`config.mk`:
```
export PLATFORM = sky130hd
export DESIGN_NAME = vmem_unit
export DESIGN_NICKNAME = d
export VERILOG_FILES = /design/src/source/vmem_cfg_pkg.sv /design/src/source/vmem_op_pkg.sv /design/src/source/vmem_addr_gen.sv /design/src/source/vmem_issue_fsm.sv /design/src/source/vmem_lane_counter.sv /design/src/source/vmem_load_align.sv /design/src/source/vmem_store_align.sv /design/src/source/vmem_unit.sv
export SDC_FILE = /design/constraint.sdc
export NUM_CORES = 1
export LEC_CHECK = 0
export BUFFER_PORTS_ARGS = -buffer_cell sky130_fd_sc_hd__buf_2
export CAP_MARGIN = 40
export CORE_AREA = 2 2 357 359
export CTS_CLUSTER_SIZE = 16
export DETAILED_ROUTE_END_ITERATION = 8
export DIE_AREA = 0 0 359 361
export GPL_TIMING_DRIVEN = 0
export HOLD_SLACK_MARGIN = 0.1
export SLEW_MARGIN = 20
export SYNTH_ARGS = -nofsm -noshare
export SYNTH_HDL_FRONTEND = slang
export SYNTH_HIERARCHICAL = 1
export SYNTH_SLANG_ARGS = --single-unit
```
`constraint.sdc`:
```
create_clock -name clk -period 26.9 [get_ports clk]
set_clock_uncertainty 0.05 [all_clocks]
set_input_delay 2.69 -clock clk [delete_from_list [all_inputs] [get_ports clk]]
set_output_delay 2.69 -clock clk [all_outputs]
set_load 0.05 [all_outputs]
```
`src/source/vmem_cfg_pkg.sv`:
```
/*
  Configuration widths of the vector memory unit.
  The line must hold a whole number of elements, and the element is one word.
  Widths are fixed here; changing them needs matching changes in the aligners.
*/
package vmem_cfg_pkg;

  // Vector shape
  localparam int num_lanes  = 8;
  localparam int lane_idx_w = 3;
  localparam int elem_w     = 32;

  // Memory side
  localparam int addr_w     = 32;
  localparam int line_w     = 128;
  localparam int line_bytes = 16;

  // Bits of the address that pick a word within a line
  localparam int word_sel_w = 2;

  typedef logic [lane_idx_w-1:0]       lane_idx_t;
  typedef logic [elem_w-1:0]           elem_t;
  typedef logic [addr_w-1:0]           addr_t;
  typedef logic [line_w-1:0]           line_t;
  typedef logic [line_bytes-1:0]       byteen_t;
  typedef logic [num_lanes-1:0]        lane_mask_t;

  // All lanes side by side, lane 0 in the low bits
  typedef logic [num_lanes*elem_w-1:0] vec_t;

endpackage

```
`src/source/vmem_op_pkg.sv`:
```
/*
  Operation encoding of the vector memory unit.
  Indexed access is not encoded; only unit and strided patterns exist.
  The size code doubles as the stride shift amount.
*/
package vmem_op_pkg;

  import vmem_cfg_pkg::*;

  // Unit stride walks consecutive elements of the given size
  typedef enum logic {
    pat_unit   = 1'b0,
    pat_stride = 1'b1
  } access_pattern_e;

  // Code value equals log2 of the element size in bytes
  typedef enum logic [1:0] {
    size_byte = 2'b00,
    size_half = 2'b01,
    size_word = 2'b10
  } elem_size_e;

  // One vector memory instruction, 5 bits
  typedef struct packed {
    access_pattern_e pattern;
    elem_size_e      size;
    logic            is_signed;
    logic            is_store;
  } mem_op_t;

  // One request on the memory port, 178 bits
  typedef struct packed {
    logic    en;
    logic    we;
    addr_t   address;
    byteen_t byteen;
    line_t   writedata;
  } mem_req_t;

endpackage

```
`src/source/vmem_addr_gen.sv`:
```
/*
  Running element address generator.
  The stride counts elements and is scaled by the element size.
  Address arithmetic wraps at 32 bits with no range check.
*/
`timescale 1ns/1ps

module vmem_addr_gen (
  input  logic                 clk,
  input  logic                 resetn,
  input  logic                 start,
  input  logic                 advance,
  input  vmem_cfg_pkg::addr_t    base,
  input  vmem_cfg_pkg::addr_t    stride,
  input  vmem_op_pkg::mem_op_t   op,
  output vmem_cfg_pkg::addr_t    addr
);

  import vmem_cfg_pkg::*;
  import vmem_op_pkg::*;

  addr_t elem_stride;
  addr_t scaled_stride;
  addr_t stride_r;

  // Unit pattern steps one element at a time
  assign elem_stride   = (op.pattern == pat_unit) ? addr_t'(1) : stride;
  assign scaled_stride = elem_stride << op.size;

  always_ff @(posedge clk)
  begin
    if (!resetn)
    begin
      addr     <= '0;
      stride_r <= '0;
    end
    else if (start)
    begin
      addr     <= base;
      stride_r <= scaled_stride;
    end
    else if (advance)
      addr <= addr + stride_r;
  end

endmodule

```
`src/source/vmem_issue_fsm.sv`:
```
/*
  Lane sequencer of the vector memory unit, one lane per memory access.
  A load lane expects its line exactly one cycle after acceptance.
  Stall is low in idle and in the one-cycle finish state.
*/
`timescale 1ns/1ps

module vmem_issue_fsm (
  input  logic                   clk,
  input  logic                   resetn,
  input  logic                   enable,
  input  vmem_cfg_pkg::lane_mask_t mask,
  input  logic                   is_store,
  input  vmem_cfg_pkg::lane_idx_t  cur_lane,
  input  logic                   last_lane,
  input  logic                   dmem_wait,
  output logic                   start,
  output logic                   advance,
  output logic                   req_en,
  output logic                   load_capture,
  output logic                   stall
);

  import vmem_cfg_pkg::*;

  typedef enum logic [1:0] {
    idle,
    issue,
    wait_data,
    finish
  } state_e;

  state_e     state;
  state_e     state_next;
  lane_mask_t mask_r;
  logic       lane_active;
  logic       accepted;

  // A new instruction is only taken while the pipeline is not held
  assign start       = enable && !stall;
  assign stall       = (state == issue) || (state == wait_data);
  assign lane_active = mask_r[cur_lane];

  // The request stays up until memory drops its wait
  assign req_en   = (state == issue) && lane_active;
  assign accepted = req_en && !dmem_wait;

  // Returned line is on the bus in the wait_data cycle
  assign load_capture = (state == wait_data);

  // Masked lanes pass in one cycle, stores finish on acceptance
  assign advance = ((state == issue) && (!lane_active || (accepted && is_store))) ||
                   (state == wait_data);

  // The mask is sampled together with the rest of the instruction
  always_ff @(posedge clk)
  begin
    if (start)
      mask_r <= mask;
  end

  always_comb
  begin
    state_next = state;
    case (state)
      idle, finish:
        state_next = start ? issue : idle;
      issue:
        if (advance)
          state_next = last_lane ? finish : issue;
        else if (accepted)
          state_next = wait_data;
      wait_data:
        state_next = last_lane ? finish : issue;
      default:
        state_next = idle;
    endcase
  end

  always_ff @(posedge clk)
  begin
    if (!resetn)
      state <= idle;
    else
      state <= state_next;
  end

endmodule

```
`src/source/vmem_lane_counter.sv`:
```
/*
  Lane index counter, steps lanes 0 to 7 in order.
  Wraps silently past the last lane; the sequencer stops before that.
*/
`timescale 1ns/1ps

module vmem_lane_counter (
  input  logic                  clk,
  input  logic                  resetn,
  input  logic                  start,
  input  logic                  advance,
  output vmem_cfg_pkg::lane_idx_t cur_lane,
  output logic                  last_lane
);

  import vmem_cfg_pkg::*;

  // Highest lane index, the one whose advance ends the instruction
  localparam lane_idx_t last_idx = lane_idx_t'(num_lanes - 1);

  always_ff @(posedge clk)
  begin
    if (!resetn)
      cur_lane <= '0;
    else if (start)
      cur_lane <= '0;
    else if (advance)
      cur_lane <= cur_lane + lane_idx_t'(1);
  end

  assign last_lane = (cur_lane == last_idx);

endmodule

```
`src/source/vmem_load_align.sv`:
```
/*
  Load aligner with one output register.
  The result appears one cycle after capture and lasts one cycle.
  Accesses are assumed naturally aligned within a word.
*/
`timescale 1ns/1ps

module vmem_load_align (
  input  logic                    clk,
  input  logic                    resetn,
  input  logic                    capture,
  input  vmem_cfg_pkg::line_t       line,
  input  vmem_cfg_pkg::addr_t       addr,
  input  vmem_op_pkg::mem_op_t      op,
  input  vmem_cfg_pkg::lane_idx_t   lane,
  output vmem_cfg_pkg::vec_t        result,
  output vmem_cfg_pkg::lane_mask_t  result_we
);

  import vmem_cfg_pkg::*;
  import vmem_op_pkg::*;

  elem_t      word;
  logic [7:0] byte_val;
  logic [15:0] half_val;
  elem_t      value;
  vec_t       placed;

  // Word first, then the byte or half inside it
  assign word     = line[addr[2 +: word_sel_w] * elem_w +: elem_w];
  assign byte_val = word[addr[1:0] * 8 +: 8];
  assign half_val = word[addr[1] * 16 +: 16];

  always_comb
  begin
    case (op.size)
      size_byte:
        value = {{24{op.is_signed & byte_val[7]}}, byte_val};
      size_half:
        value = {{16{op.is_signed & half_val[15]}}, half_val};
      default:
        value = word;
    endcase
  end

  // Other lanes stay zero so the register file sees only this lane
  assign placed = vec_t'(value) << (lane * elem_w);

  always_ff @(posedge clk)
  begin
    if (!resetn)
    begin
      result    <= '0;
      result_we <= '0;
    end
    else if (capture)
    begin
      result    <= placed;
      result_we <= lane_mask_t'(1) << lane;
    end
    else
    begin
      result    <= '0;
      result_we <= '0;
    end
  end

endmodule

```
`src/source/vmem_store_align.sv`:
```
/*
  Store aligner, purely combinational.
  Accesses are assumed naturally aligned; a half or word that
  crosses its word boundary is not split.
*/
`timescale 1ns/1ps

module vmem_store_align (
  input  vmem_cfg_pkg::elem_t      data,
  input  vmem_cfg_pkg::addr_t      addr,
  input  vmem_op_pkg::elem_size_e  size,
  output vmem_cfg_pkg::line_t      writedata,
  output vmem_cfg_pkg::byteen_t    byteen
);

  import vmem_cfg_pkg::*;
  import vmem_op_pkg::*;

  elem_t                 word_data;
  logic [3:0]            word_be;
  logic [word_sel_w-1:0] word_sel;

  // Word slot within the line, above the byte offset
  assign word_sel = addr[2 +: word_sel_w];

  // Copy the small value into every position so any offset finds it
  always_comb
  begin
    case (size)
      size_byte:
      begin
        word_data = {4{data[7:0]}};
        word_be   = 4'b0001 << addr[1:0];
      end
      size_half:
      begin
        word_data = {2{data[15:0]}};
        word_be   = 4'b0011 << {addr[1], 1'b0};
      end
      default:
      begin
        word_data = data;
        word_be   = 4'b1111;
      end
    endcase
  end

  // Only the enabled bytes matter, the rest of the line is don't care
  assign writedata = line_t'(word_data) << (word_sel * elem_w);
  assign byteen    = byteen_t'(word_be) << (word_sel * 4);

endmodule

```
`src/source/vmem_unit.sv`:
```
/*
  Vector memory unit, 8 lanes of 32 bits over a 128-bit memory line.
  Serves one lane per access; expect roughly 1 to 2 cycles per lane plus waits.
  Memory must return load data exactly one cycle after acceptance.
*/
`timescale 1ns/1ps

module vmem_unit (
  input  logic                     clk,
  input  logic                     resetn,
  input  logic                     enable,
  input  vmem_op_pkg::mem_op_t       op,
  input  vmem_cfg_pkg::addr_t        cbase,
  input  vmem_cfg_pkg::addr_t        cstride,
  input  vmem_cfg_pkg::lane_mask_t   vmask,
  input  vmem_cfg_pkg::vec_t         vwritedata,
  output logic                     stall,
  output vmem_cfg_pkg::vec_t         voutput,
  output vmem_cfg_pkg::lane_mask_t   voutput_we,
  output logic                     dmem_en,
  output logic                     dmem_we,
  output vmem_cfg_pkg::addr_t        dmem_address,
  output vmem_cfg_pkg::byteen_t      dmem_byteen,
  output vmem_cfg_pkg::line_t        dmem_writedata,
  input  vmem_cfg_pkg::line_t        dmem_readdata,
  input  logic                     dmem_wait
);

  import vmem_cfg_pkg::*;
  import vmem_op_pkg::*;

  mem_op_t   op_r;
  vec_t      wdata_r;
  logic      start;
  logic      advance;
  logic      req_en;
  logic      load_capture;
  lane_idx_t cur_lane;
  logic      last_lane;
  addr_t     addr;
  elem_t     store_elem;
  line_t     store_line;
  byteen_t   store_byteen;
  mem_req_t  req;

  // Instruction fields are held for the whole run
  always_ff @(posedge clk)
  begin
    if (start)
    begin
      op_r    <= op;
      wdata_r <= vwritedata;
    end
  end

  assign store_elem = wdata_r[cur_lane * elem_w +: elem_w];

  vmem_issue_fsm i_vmem_issue_fsm (
    .clk          (clk),
    .resetn       (resetn),
    .enable       (enable),
    .mask         (vmask),
    .is_store     (op_r.is_store),
    .cur_lane     (cur_lane),
    .last_lane    (last_lane),
    .dmem_wait    (dmem_wait),
    .start        (start),
    .advance      (advance),
    .req_en       (req_en),
    .load_capture (load_capture),
    .stall        (stall)
  );

  vmem_lane_counter i_vmem_lane_counter (
    .clk       (clk),
    .resetn    (resetn),
    .start     (start),
    .advance   (advance),
    .cur_lane  (cur_lane),
    .last_lane (last_lane)
  );

  // Sees the live op because it loads in the start cycle
  vmem_addr_gen i_vmem_addr_gen (
    .clk     (clk),
    .resetn  (resetn),
    .start   (start),
    .advance (advance),
    .base    (cbase),
    .stride  (cstride),
    .op      (op),
    .addr    (addr)
  );

  vmem_store_align i_vmem_store_align (
    .data      (store_elem),
    .addr      (addr),
    .size      (op_r.size),
    .writedata (store_line),
    .byteen    (store_byteen)
  );

  // Address and lane still belong to the loading lane in the data cycle
  vmem_load_align i_vmem_load_align (
    .clk       (clk),
    .resetn    (resetn),
    .capture   (load_capture),
    .line      (dmem_readdata),
    .addr      (addr),
    .op        (op_r),
    .lane      (cur_lane),
    .result    (voutput),
    .result_we (voutput_we)
  );

  // Every field comes from registers, so it holds while memory waits
  assign req.en        = req_en;
  assign req.we        = req_en && op_r.is_store;
  assign req.address   = addr;
  assign req.byteen    = store_byteen;
  assign req.writedata = store_line;

  assign dmem_en        = req.en;
  assign dmem_we        = req.we;
  assign dmem_address   = req.address;
  assign dmem_byteen    = req.byteen;
  assign dmem_writedata = req.writedata;

endmodule

```
==> results of run 1 <==
## cell type report
cell class / count / area [um2]
diodes: 26 / 65.1
plain buffers: 136 / 724
clock buffers: 90 / 1920
clock inverters: 39 / 400
fillers: 13200 / 89900
inverters: 20 / 75.1
multi-input cells: 1478 / 10600
flip-flops and latches: 601 / 14700
well taps: 1650 / 2060
repair buffers: 950 / 4970
## worst paths after layout
kind	depth (start not counted)	endpoint	start	slack (ns)
setup reg to reg	9	i_vmem_addr_gen/addr[21]$_SDFFE_PN0P_	i_vmem_lane_counter/cur_lane[0]$_SDFFE_PP0P_	22.81
hold / removal	2	i_vmem_addr_gen/stride_r[2]$_SDFFE_PN0P_	i_vmem_addr_gen/stride_r[2]$_SDFFE_PN0P_	0.46
setup / recovery	8	dmem_writedata[27]	i_vmem_lane_counter/cur_lane[2]$_SDFFE_PP0P_	19.61
hold reg to reg	2	i_vmem_addr_gen/stride_r[2]$_SDFFE_PN0P_	i_vmem_addr_gen/stride_r[2]$_SDFFE_PN0P_	0.46
## flip-flops by register name (all words and copies together), names as in the netlist
signal	count
i_vmem_load_align/result	256
wdata_r	256
i_vmem_addr_gen/addr	32
i_vmem_addr_gen/stride_r	32
i_vmem_issue_fsm/mask_r	8
i_vmem_load_align/result_we	8
op_r	4
i_vmem_lane_counter/cur_lane	3
i_vmem_issue_fsm/state	2
## per-layer routing
layer | vias up | part of all wire | GRT usage
li1 | 10400 | - | -
met1 | 11200 | 0.38 | 0.214
met2 | 1170 | 0.49 | 0.325
met3 | 273 | 0.080 | 0.0543
met4 | 24 | 0.049 | 0.0850
met5 | - | 0.0013 | 0
## cells in the final DEF (no fill, tap or decap), types with 24 or more instances in the layout
cell,count
buf_2,944
nor2_1,360
dfxtp_1,333
edfxtp_1,268
nand2_1,159
clkbuf_1,85
mux2_2,80
clkbuf_16,73
a21oi_1,72
o21ai_0,72
nor3_1,57
nand3_1,57
mux2i_1,57
o22ai_1,43
mux4_1,40
mux4_2,38
a22oi_1,37
ha_1,35
and2_1,31
o211ai_1,31
buf_4,30
o221ai_1,27
diode_2,26
nor2b_1,25
a211oi_1,24
## metrics by stage
step | worst slack (ns) | power (W) | util | hold slack (ns) | std cells
global route | 19.57 | 0.00252 | 0.283 | 0.493 | 4976
floorplan | 15.09 | 0.00131 | - | 0.415 | 2235
detailed placement | 20.28 | 0.00149 | 0.264 | 0.451 | 4825
finish | 19.61 | 0.00244 | 0.283 | 0.457 | 4990
CTS | 19.53 | 0.00246 | 0.282 | 0.464 | 4954
global placement | 9.14 | 0.00149 | 0.261 | 0.437 | 4791
## worst max-delay path: stages, from the launching register on
cell and delay, ns:
dfxtp_1 0.50, buf_2 0.41, buf_1 0.65, mux4_2 0.41, mux2_2 0.38, nor2b_1 0.16
a211oi_1 0.82, nor3_1 0.26, buf_2 0.30
## power groups by stage
| stage | Clock, W | Combinational [W] | Sequential [W] |
|---|---|---|---|
| floorplan | 0 | 0.000256 | 0.00105 |
| global placement | 0 | 0.000439 | 0.00105 |
| detailed placement | 0 | 0.000452 | 0.00104 |
| CTS | 0.000987 | 0.000454 | 0.00102 |
| global route | 0.00102 | 0.000483 | 0.00102 |
| finish | 0.000960 | 0.000459 | 0.00102 |
==> impl_metrics.tcl, run 1 <==
set metrics [dict create \
    syn2layout_area_growth_pct 36.1 \
    leakagePower_nw 15.3 \
    yosysWarnings 6 \
    crit_fanout 11 \
    cellPowerDensity_nw_per_um2 68.6 \
    detail_route.wl_per_cell_um 25.4 \
    maxCapViolations 0 \
    rows 130 \
    grt_usage 0.188 \
    p_seq_frac 0.418 \
    syn_area_um2 26100 \
    via_count 23100 \
    startpoint_type "register" \
    pwr-share-comb 0.188 \
    wirelength_mm 127 \
    syn_inst 2235 \
    max_freq_ghz 0.137 \
    fin_crit_sh 0.271 \
    drt_iter0_markers 1921 \
    rsz0062_at_grt "no" \
    drtPass1Iterations 6 \
    clk_path_buf_depth 3 \
    p_switching_w 0.000747 \
    postLayoutCellArea_um2 35600 \
    slew_headroom 0.326 \
    path_clk_slew_ns 0.06 \
    first_global_vias 22500 \
    setup_viol 0 \
    antenna_found_initial 50 \
    grt_max_degree 60 \
    cts-resized-gates 0 \
    fin_setup_tns_ns 0 \
    viasPerCell 4.63 \
    ant_nets 0 \
    crit_type "register to output port" \
    vdd_ir_drop_max_uv 54.1 \
    ioPinCount 908 \
    hp-class "register to register" \
    die_h_um 361 \
    grt-ovfl-total 0 \
    endpoint_kind "output port" \
    final_hold_viol_count 0 \
    clkSinkCount 601 \
    layout.nets 3759 \
    synth_area_per_cell_um2 11.7 \
    root_buffer "clkbuf_16" \
    numCtsBuffers 71 \
    placed_area_um2 33100 \
    drc 0 \
    clk_latency_ns 0.66 \
    arrival_ns 4.55 \
    status "finished clean" \
    period_needed_ns 7.29 \
    start_util 0.208 \
    required_ns 24.16 \
    drv_slew 0 \
    grt_pass1_wl_mm 173 \
    switching_share 0.307 \
    syn_nets 2736 \
    drive_gt1_frac 0.389 \
    portBuffers 906 \
    place_congestion 0.980 \
    die_x_um 359 \
    post_cts_buffers 0 \
    tightest_slew_ns 1.01 \
    core_area_um2 125000 \
    die-area_um2 130000 \
    htreeDepth 3 \
    p_clk_frac 0.394 \
    intPower_w 0.00169 \
    hold_buffers 0 \
    hpwl_mm 104 \
    cts_tree "built" \
]
Note: power is estimated with default switching activity, not from simulation.
==> run 2: changes to the inputs <==
--- a/config.mk
+++ b/config.mk
@@ -7,10 +7,10 @@
 export LEC_CHECK = 0
 export BUFFER_PORTS_ARGS = -buffer_cell sky130_fd_sc_hd__buf_2
 export CAP_MARGIN = 40
-export CORE_AREA = 2 2 357 359
+export CORE_AREA = 2 2 354 356
 export CTS_CLUSTER_SIZE = 16
 export DETAILED_ROUTE_END_ITERATION = 8
-export DIE_AREA = 0 0 359 361
+export DIE_AREA = 0 0 356 358
 export GPL_TIMING_DRIVEN = 0
 export HOLD_SLACK_MARGIN = 0.1
 export SLEW_MARGIN = 20
==> constraint.sdc (replaced) <==
create_clock -name clk -period 5.85 [get_ports clk]
set_clock_uncertainty 0.05 [all_clocks]
set_input_delay 0.585 -clock clk [delete_from_list [all_inputs] [get_ports clk]]
set_output_delay 0.585 -clock clk [all_outputs]
set_load 0.05 [all_outputs]
==> run 2 against run 1 <==
Count of clock-buffer cells in the layout unchanged; sequential cell count unchanged; critical path depth down 1; non-clock buffer count up 266; largest cell class unchanged.
==> impl_metrics.tcl, run 2 (synthesis results as in run 1) <==
set metrics [dict create \
    status "finished clean" \
    fin_crit_sh 0.862 \
    ant_nets 0 \
    clk_latency_ns 0.65 \
    root_buffer "clkbuf_16" \
    grt_max_degree 61 \
    via_count 24200 \
    leakagePower_nw 16.4 \
    rsz0062_at_grt "no" \
    cpPeakStageDelay_ns 0.75 \
    grt_use_met1 0.222 \
    die_x_um 356 \
    grt_usage 0.194 \
    reg_top3 "i_vmem_load_align/result x256, wdata_r x256" \
    p_clk_frac 0.393 \
    htreeDepth 3 \
    startpoint_type "register" \
    place_congestion 0.935 \
    clkSinkCount 601 \
    max_freq_ghz 0.198 \
    tightest_slew_ns 0.942 \
    postLayoutCellArea_um2 38200 \
    rows 129 \
    antenna_found_initial 43 \
    die-area_um2 127000 \
    first_global_vias 23900 \
    grt_pass1_wl_mm 175 \
    placed_area_um2 33100 \
    die_h_um 358 \
    detail_route.wl_per_cell_um 24.7 \
    crit_chain "buf_2, buf_1, mux4_2, mux2_2, a211oi_1, nor3_1, buf_2" \
    pwr-share-comb 0.196 \
    setup_viol 0 \
    nFillCells 12700 \
    drtPass1Iterations 5 \
    path_clk_slew_ns 0.06 \
    crit_type "register to output port" \
    hpwl_mm 104 \
    numCtsBuffers 71 \
    vdd_ir_drop_max_uv 254 \
    drv_slew 0 \
    post-place-ws_ns 1.26 \
    maxCapViolations 0 \
    setup_slack_ns 0.809 \
    wirelength_mm 129 \
    fin_setup_tns_ns 0 \
    cts_tree "built" \
    start_util 0.212 \
    cpMostUsedCell "buf_2" \
    core_area_um2 123000 \
    viasPerCell 4.63 \
    ioPinCount 908 \
    grt-ovfl-total 0 \
    p_switching_w 0.00347 \
    portBuffers 906 \
    crit_fanout 11 \
    drt_iter0_markers 2053 \
    final_cell_mix "buf_2 (945), nor2_1 (360), dfxtp_1 (331), dlygate4sd3_1 (272), edfxtp_1 (268)" \
    hp-class "input pin to register" \
    arrival_ns 4.41 \
    drive_gt1_frac 0.359 \
    endpoint_kind "output port" \
    layout.nets 4025 \
    post_cts_buffers 0 \
    intPower_w 0.00797 \
    placed_cells 4809 \
    fin_cells 5232 \
    final_common_cell "buf_2" \
    drc 0 \
    slew_headroom 0.354 \
    grtUsageMet2 0.338 \
    grt_util_met3 0.0537 \
    required_ns 5.22 \
    syn2layout_area_growth_pct 46.3 \
    switching_share 0.303 \
    final_hold_viol_count 0 \
    period_needed_ns 5.04 \
    p_seq_frac 0.411 \
    top_usage_layer "met2" \
    clk_path_buf_depth 3 \
    cts-resized-gates 0 \
    cellPowerDensity_nw_per_um2 299 \
    cp_slowest_cell "a211oi_1" \
]
[run 2: cell count changes in the layout (fill, tap and decap cells not counted), moves of 3 or more]
cell | before | now
dlygate4sd3_1 | 0 | 272
diode_2 | 26 | 17
buf_4 | 30 | 24
clkbuf_8 | 2 | 7
clkbuf_4 | 5 | 1
clkinv_2 | 8 | 5
[run 2: stage by stage]
step	hold slack, ns	total power, W	util
6_report	0.177	0.0114	0.310
4_1_cts	0.106	0.0115	0.309
3_5_place_dp	0.446	0.00684	0.268
5_1_grt	0.132	0.0118	0.310
3_3_place_gp	0.438	0.00679	0.265
2_1_floorplan	0.415	0.00598	-
[run 2: routing by layer]
metal	vias up	routed length, um
met1	11700	48900
met3	273	10800
met4	26	5730
met5	-	179
li1	11000	-
met2	1286	63800
[run 2: layout make-up]
type	instances	area, um2	area share
Inverter	20	75.1	0.00196
Tap cell	1637	2050	0.0536
Timing Repair Buffer	1216	7650	0.200
Antenna cell	17	42.5	0.00111
Sequential cell	601	14700	0.385
Multi-Input combinational cell	1478	10600	0.278
Clock buffer	90	1930	0.0505
Clock inverter	37	409	0.0107
Buffer	136	724	0.0190
[run 2: critical path: cells and delay by family, from the launching register on]
| kind | cells | cell delay [ns] |
|---|---|---|
| muxes | 2 | 0.85 |
| DFF | 1 | 0.58 |
| buffers and inverters | 3 | 1.35 |
| and+or+nand+nor | 1 | 0.19 |
| AOI/OAI and AO/OA | 1 | 0.75 |
[run 2: power groups by stage]
| stage | Sequential [W] | Combinational (W) | Clock [W] |
|---|---|---|---|
| final | 0.00470 | 0.00224 | 0.00449 |
| after global routing | 0.00471 | 0.00236 | 0.00476 |
| after CTS | 0.00470 | 0.00222 | 0.00459 |
| after detailed placement | 0.00479 | 0.00205 | 0 |
| after global placement | 0.00480 | 0.00199 | 0 |
| after floorplan | 0.00481 | 0.00118 | 0 |
[run 2: worst paths after layout]
kind | from | endpoint | slack (ns) | depth (start not counted)
worst max-delay path | i_vmem_lane_counter/cur_lane[2]$_SDFFE_PP0P_ | dmem_writedata[62] | 0.81 | 7
worst min-delay path | cbase[0] | i_vmem_addr_gen/addr[0]$_SDFFE_PN0P_ | 0.18 | 3
worst max register to register | i_vmem_lane_counter/cur_lane[0]$_SDFFE_PP0P_ | i_vmem_addr_gen/addr[21]$_SDFFE_PN0P_ | 1.94 | 7
worst min register to register | i_vmem_addr_gen/stride_r[2]$_SDFFE_PN0P_ | i_vmem_addr_gen/stride_r[2]$_SDFFE_PN0P_ | 0.46 | 2
[run 2: timing repair]
| item | in CTS | in global routing |
|---|---|---|
| hold endpoints to repair | 272 | 0 |
| endpoints found under the setup margin | 0 | 0 |
| hold buffers | 272 | 0 |
==> run 3: changes to the inputs <==
--- a/config.mk
+++ b/config.mk
@@ -7,12 +7,15 @@
 export LEC_CHECK = 0
 export BUFFER_PORTS_ARGS = -buffer_cell sky130_fd_sc_hd__buf_2
 export CAP_MARGIN = 40
-export CORE_AREA = 2 2 354 356
+export CELL_PAD_IN_SITES_DETAIL_PLACEMENT = 1
+export CELL_PAD_IN_SITES_GLOBAL_PLACEMENT = 2
+export CORE_AREA = 2 2 358 360
 export CTS_CLUSTER_SIZE = 16
 export DETAILED_ROUTE_END_ITERATION = 8
-export DIE_AREA = 0 0 356 358
+export DIE_AREA = 0 0 360 362
 export GPL_TIMING_DRIVEN = 0
 export HOLD_SLACK_MARGIN = 0.1
+export PLACE_DENSITY_LB_ADDON = 0.12
 export SLEW_MARGIN = 20
 export SYNTH_ARGS = -nofsm -noshare
 export SYNTH_HDL_FRONTEND = slang
==> run 3 against run 2 <==
Hold slack worse by 0.023 ns; setup slack lost 0.049 ns; combinational power about the same; via count down 1.9%; fmax fell by 0.96%; sequential cell count stayed put; sequential share of layout area fell by 0.29 points; first-iteration DRC count decreased by 46%; cell area grew 0.76%; die area rose by 2.3%; largest cell class unchanged.
==> impl_metrics.tcl, run 3 (synthesis results as in run 1) <==
set metrics [dict create \
    status "finished clean" \
    place_congestion 0.865 \
    period_needed_ns 5.09 \
    rsz0062_at_grt "no" \
    syn2layout_area_growth_pct 47.4 \
    layout.nets 4028 \
    clk_path_buf_depth 3 \
    start_util 0.206 \
    startpoint_type "register" \
    max_freq_ghz 0.196 \
    wirelength_mm 139 \
    crit_type "register to output port" \
    drv_slew 0 \
    final_common_cell "buf_2" \
    rows 131 \
    final_hold_viol_count 0 \
    placed_cells 4837 \
    p_total_w 0.0117 \
    arrival_ns 4.46 \
    cts_tree "built" \
    post-place-ws_ns 1.30 \
    cp_slowest_cell "a211oi_1" \
    root_buffer "clkbuf_16" \
    hpwl_mm 116 \
    holdPathStages 1 \
    die_x_um 360 \
    cellPowerDensity_nw_per_um2 305 \
    setup_slack_ns 0.760 \
    maxCapViolations 0 \
    grt-ovfl-total 0 \
    first_global_vias 26100 \
    cpMostUsedCell "buf_2" \
    reg_top3 "i_vmem_load_align/result x256, wdata_r x256" \
    final_cell_mix "buf_2 (942), nor2_1 (360), dfxtp_1 (332), dlygate4sd3_1 (268), edfxtp_1 (268)" \
    numCtsBuffers 74 \
    grt_usage 0.209 \
    r2r_start "i_vmem_lane_counter/cur_lane[0]$_SDFFE_PP0P_" \
    leakagePower_nw 16.5 \
    grt_util_met3 0.0462 \
    r2r_slack_ns 1.87 \
    top_usage_layer "met2" \
    rr_worst_depth 11 \
    grtUsageMet2 0.384 \
    drt_iter0_markers 1109 \
    drc 0 \
    whs_ns 0.154 \
    vdd_ir_drop_max_uv 220 \
    drive_gt1_frac 0.361 \
    nFillCells 14400 \
    clk_latency_ns 0.67 \
    placed_area_um2 33200 \
    core_area_um2 127000 \
    portBuffers 906 \
    required_ns 5.22 \
    r2r_end "i_vmem_addr_gen/addr[25]$_SDFFE_PN0P_" \
    via_count 23800 \
    fin_crit_sh 0.870 \
    viasPerCell 4.51 \
    ioPinCount 908 \
    path_clk_slew_ns 0.06 \
    path_delay_family "buffers and inverters" \
    clkSinkCount 601 \
    hp-start "op[2]" \
    postLayoutCellArea_um2 38500 \
    die_h_um 362 \
    endpoint_kind "output port" \
    drtPass1Iterations 5 \
    crit_fanout 11 \
    crit_chain "buf_2, buf_1, mux4_1, mux2_2, nor2b_1, a211oi_1, nor3_1, buf_2" \
    fin_cells 5266 \
    htreeDepth 3 \
    antenna_found_initial 33 \
    whs_endpoint "op_r[2]$_DFFE_PP_" \
    tightest_slew_ns 0.909 \
    detail_route.wl_per_cell_um 26.5 \
    cpPeakStageDelay_ns 0.68 \
    cts-resized-gates 0 \
    die-area_um2 130000 \
    grt_use_met1 0.243 \
    path_buf_inv 3 \
    setup_viol 0 \
    hp-class "input pin to register" \
    ant_nets 0 \
    slew_headroom 0.376 \
    grt_pass1_wl_mm 196 \
    grt_max_degree 60 \
]
## run 3: where the power goes
part | leakage, nW | internal [W] | switching, W
clock | 1.23 | 0.00278 | 0.00200
combinational | 9.99 | 0.000759 | 0.00150
sequential | 5.27 | 0.00459 | 0.000104
## run 3: area by class of cell
class	count	area (um2)	share of cell area
well taps	1662	2080	0.0540
diodes	17	42.5	0.00110
repair buffers	1216	7650	0.199
multi-input cells	1478	10700	0.277
clock buffers	98	2010	0.0522
clock inverters	38	536	0.0139
plain buffers	136	724	0.0188
inverters	20	75.1	0.00195
flip-flops and latches	601	14700	0.382
## run 3: worst max path at each step
stage / startpoint / end / slack (ns) / cells after the start
2_1_floorplan: i_vmem_issue_fsm/state[0]$_SDFFE_PN0P_ / i_vmem_addr_gen/addr[24]$_SDFFE_PN0P_ / 1.71 / 9
3_3_place_gp: i_vmem_issue_fsm/state[0]$_SDFFE_PN0P_ / i_vmem_addr_gen/addr[13]$_SDFFE_PN0P_ / -0.47 / 8
3_5_place_dp: i_vmem_lane_counter/cur_lane[2]$_SDFFE_PP0P_ / dmem_writedata[91] / 1.30 / 8
4_1_cts: i_vmem_lane_counter/cur_lane[2]$_SDFFE_PP0P_ / dmem_writedata[91] / 0.59 / 8
5_1_grt: i_vmem_lane_counter/cur_lane[2]$_SDFFE_PP0P_ / dmem_writedata[61] / 0.49 / 8
6_report: i_vmem_lane_counter/cur_lane[2]$_SDFFE_PP0P_ / dmem_writedata[61] / 0.76 / 8
## run 3: through the flow
stage	utilization	setup TNS, ns
2_1_floorplan	-	0
3_3_place_gp	0.258	-6.88
3_5_place_dp	0.262	0
4_1_cts	0.303	0
5_1_grt	0.304	0
6_report	0.304	0
## run 3: repair_timing
item | 4_1_cts | 5_1_grt
endpoints found under the hold margin | 268 | 0
hold buffers | 268 | 0
setup buffers | 0 | 0
endpoints found under the setup margin | 0 | 0
## run 3: layer usage
| metal | part of all wire | vias up | wire length (um) |
|---|---|---|---|
| li1 | - | 10900 | - |
| met1 | 0.41 | 11900 | 57300 |
| met2 | 0.51 | 777 | 71700 |
| met3 | 0.054 | 158 | 7570 |
| met4 | 0.020 | 18 | 2830 |
| met5 | 0.00086 | - | 120 |
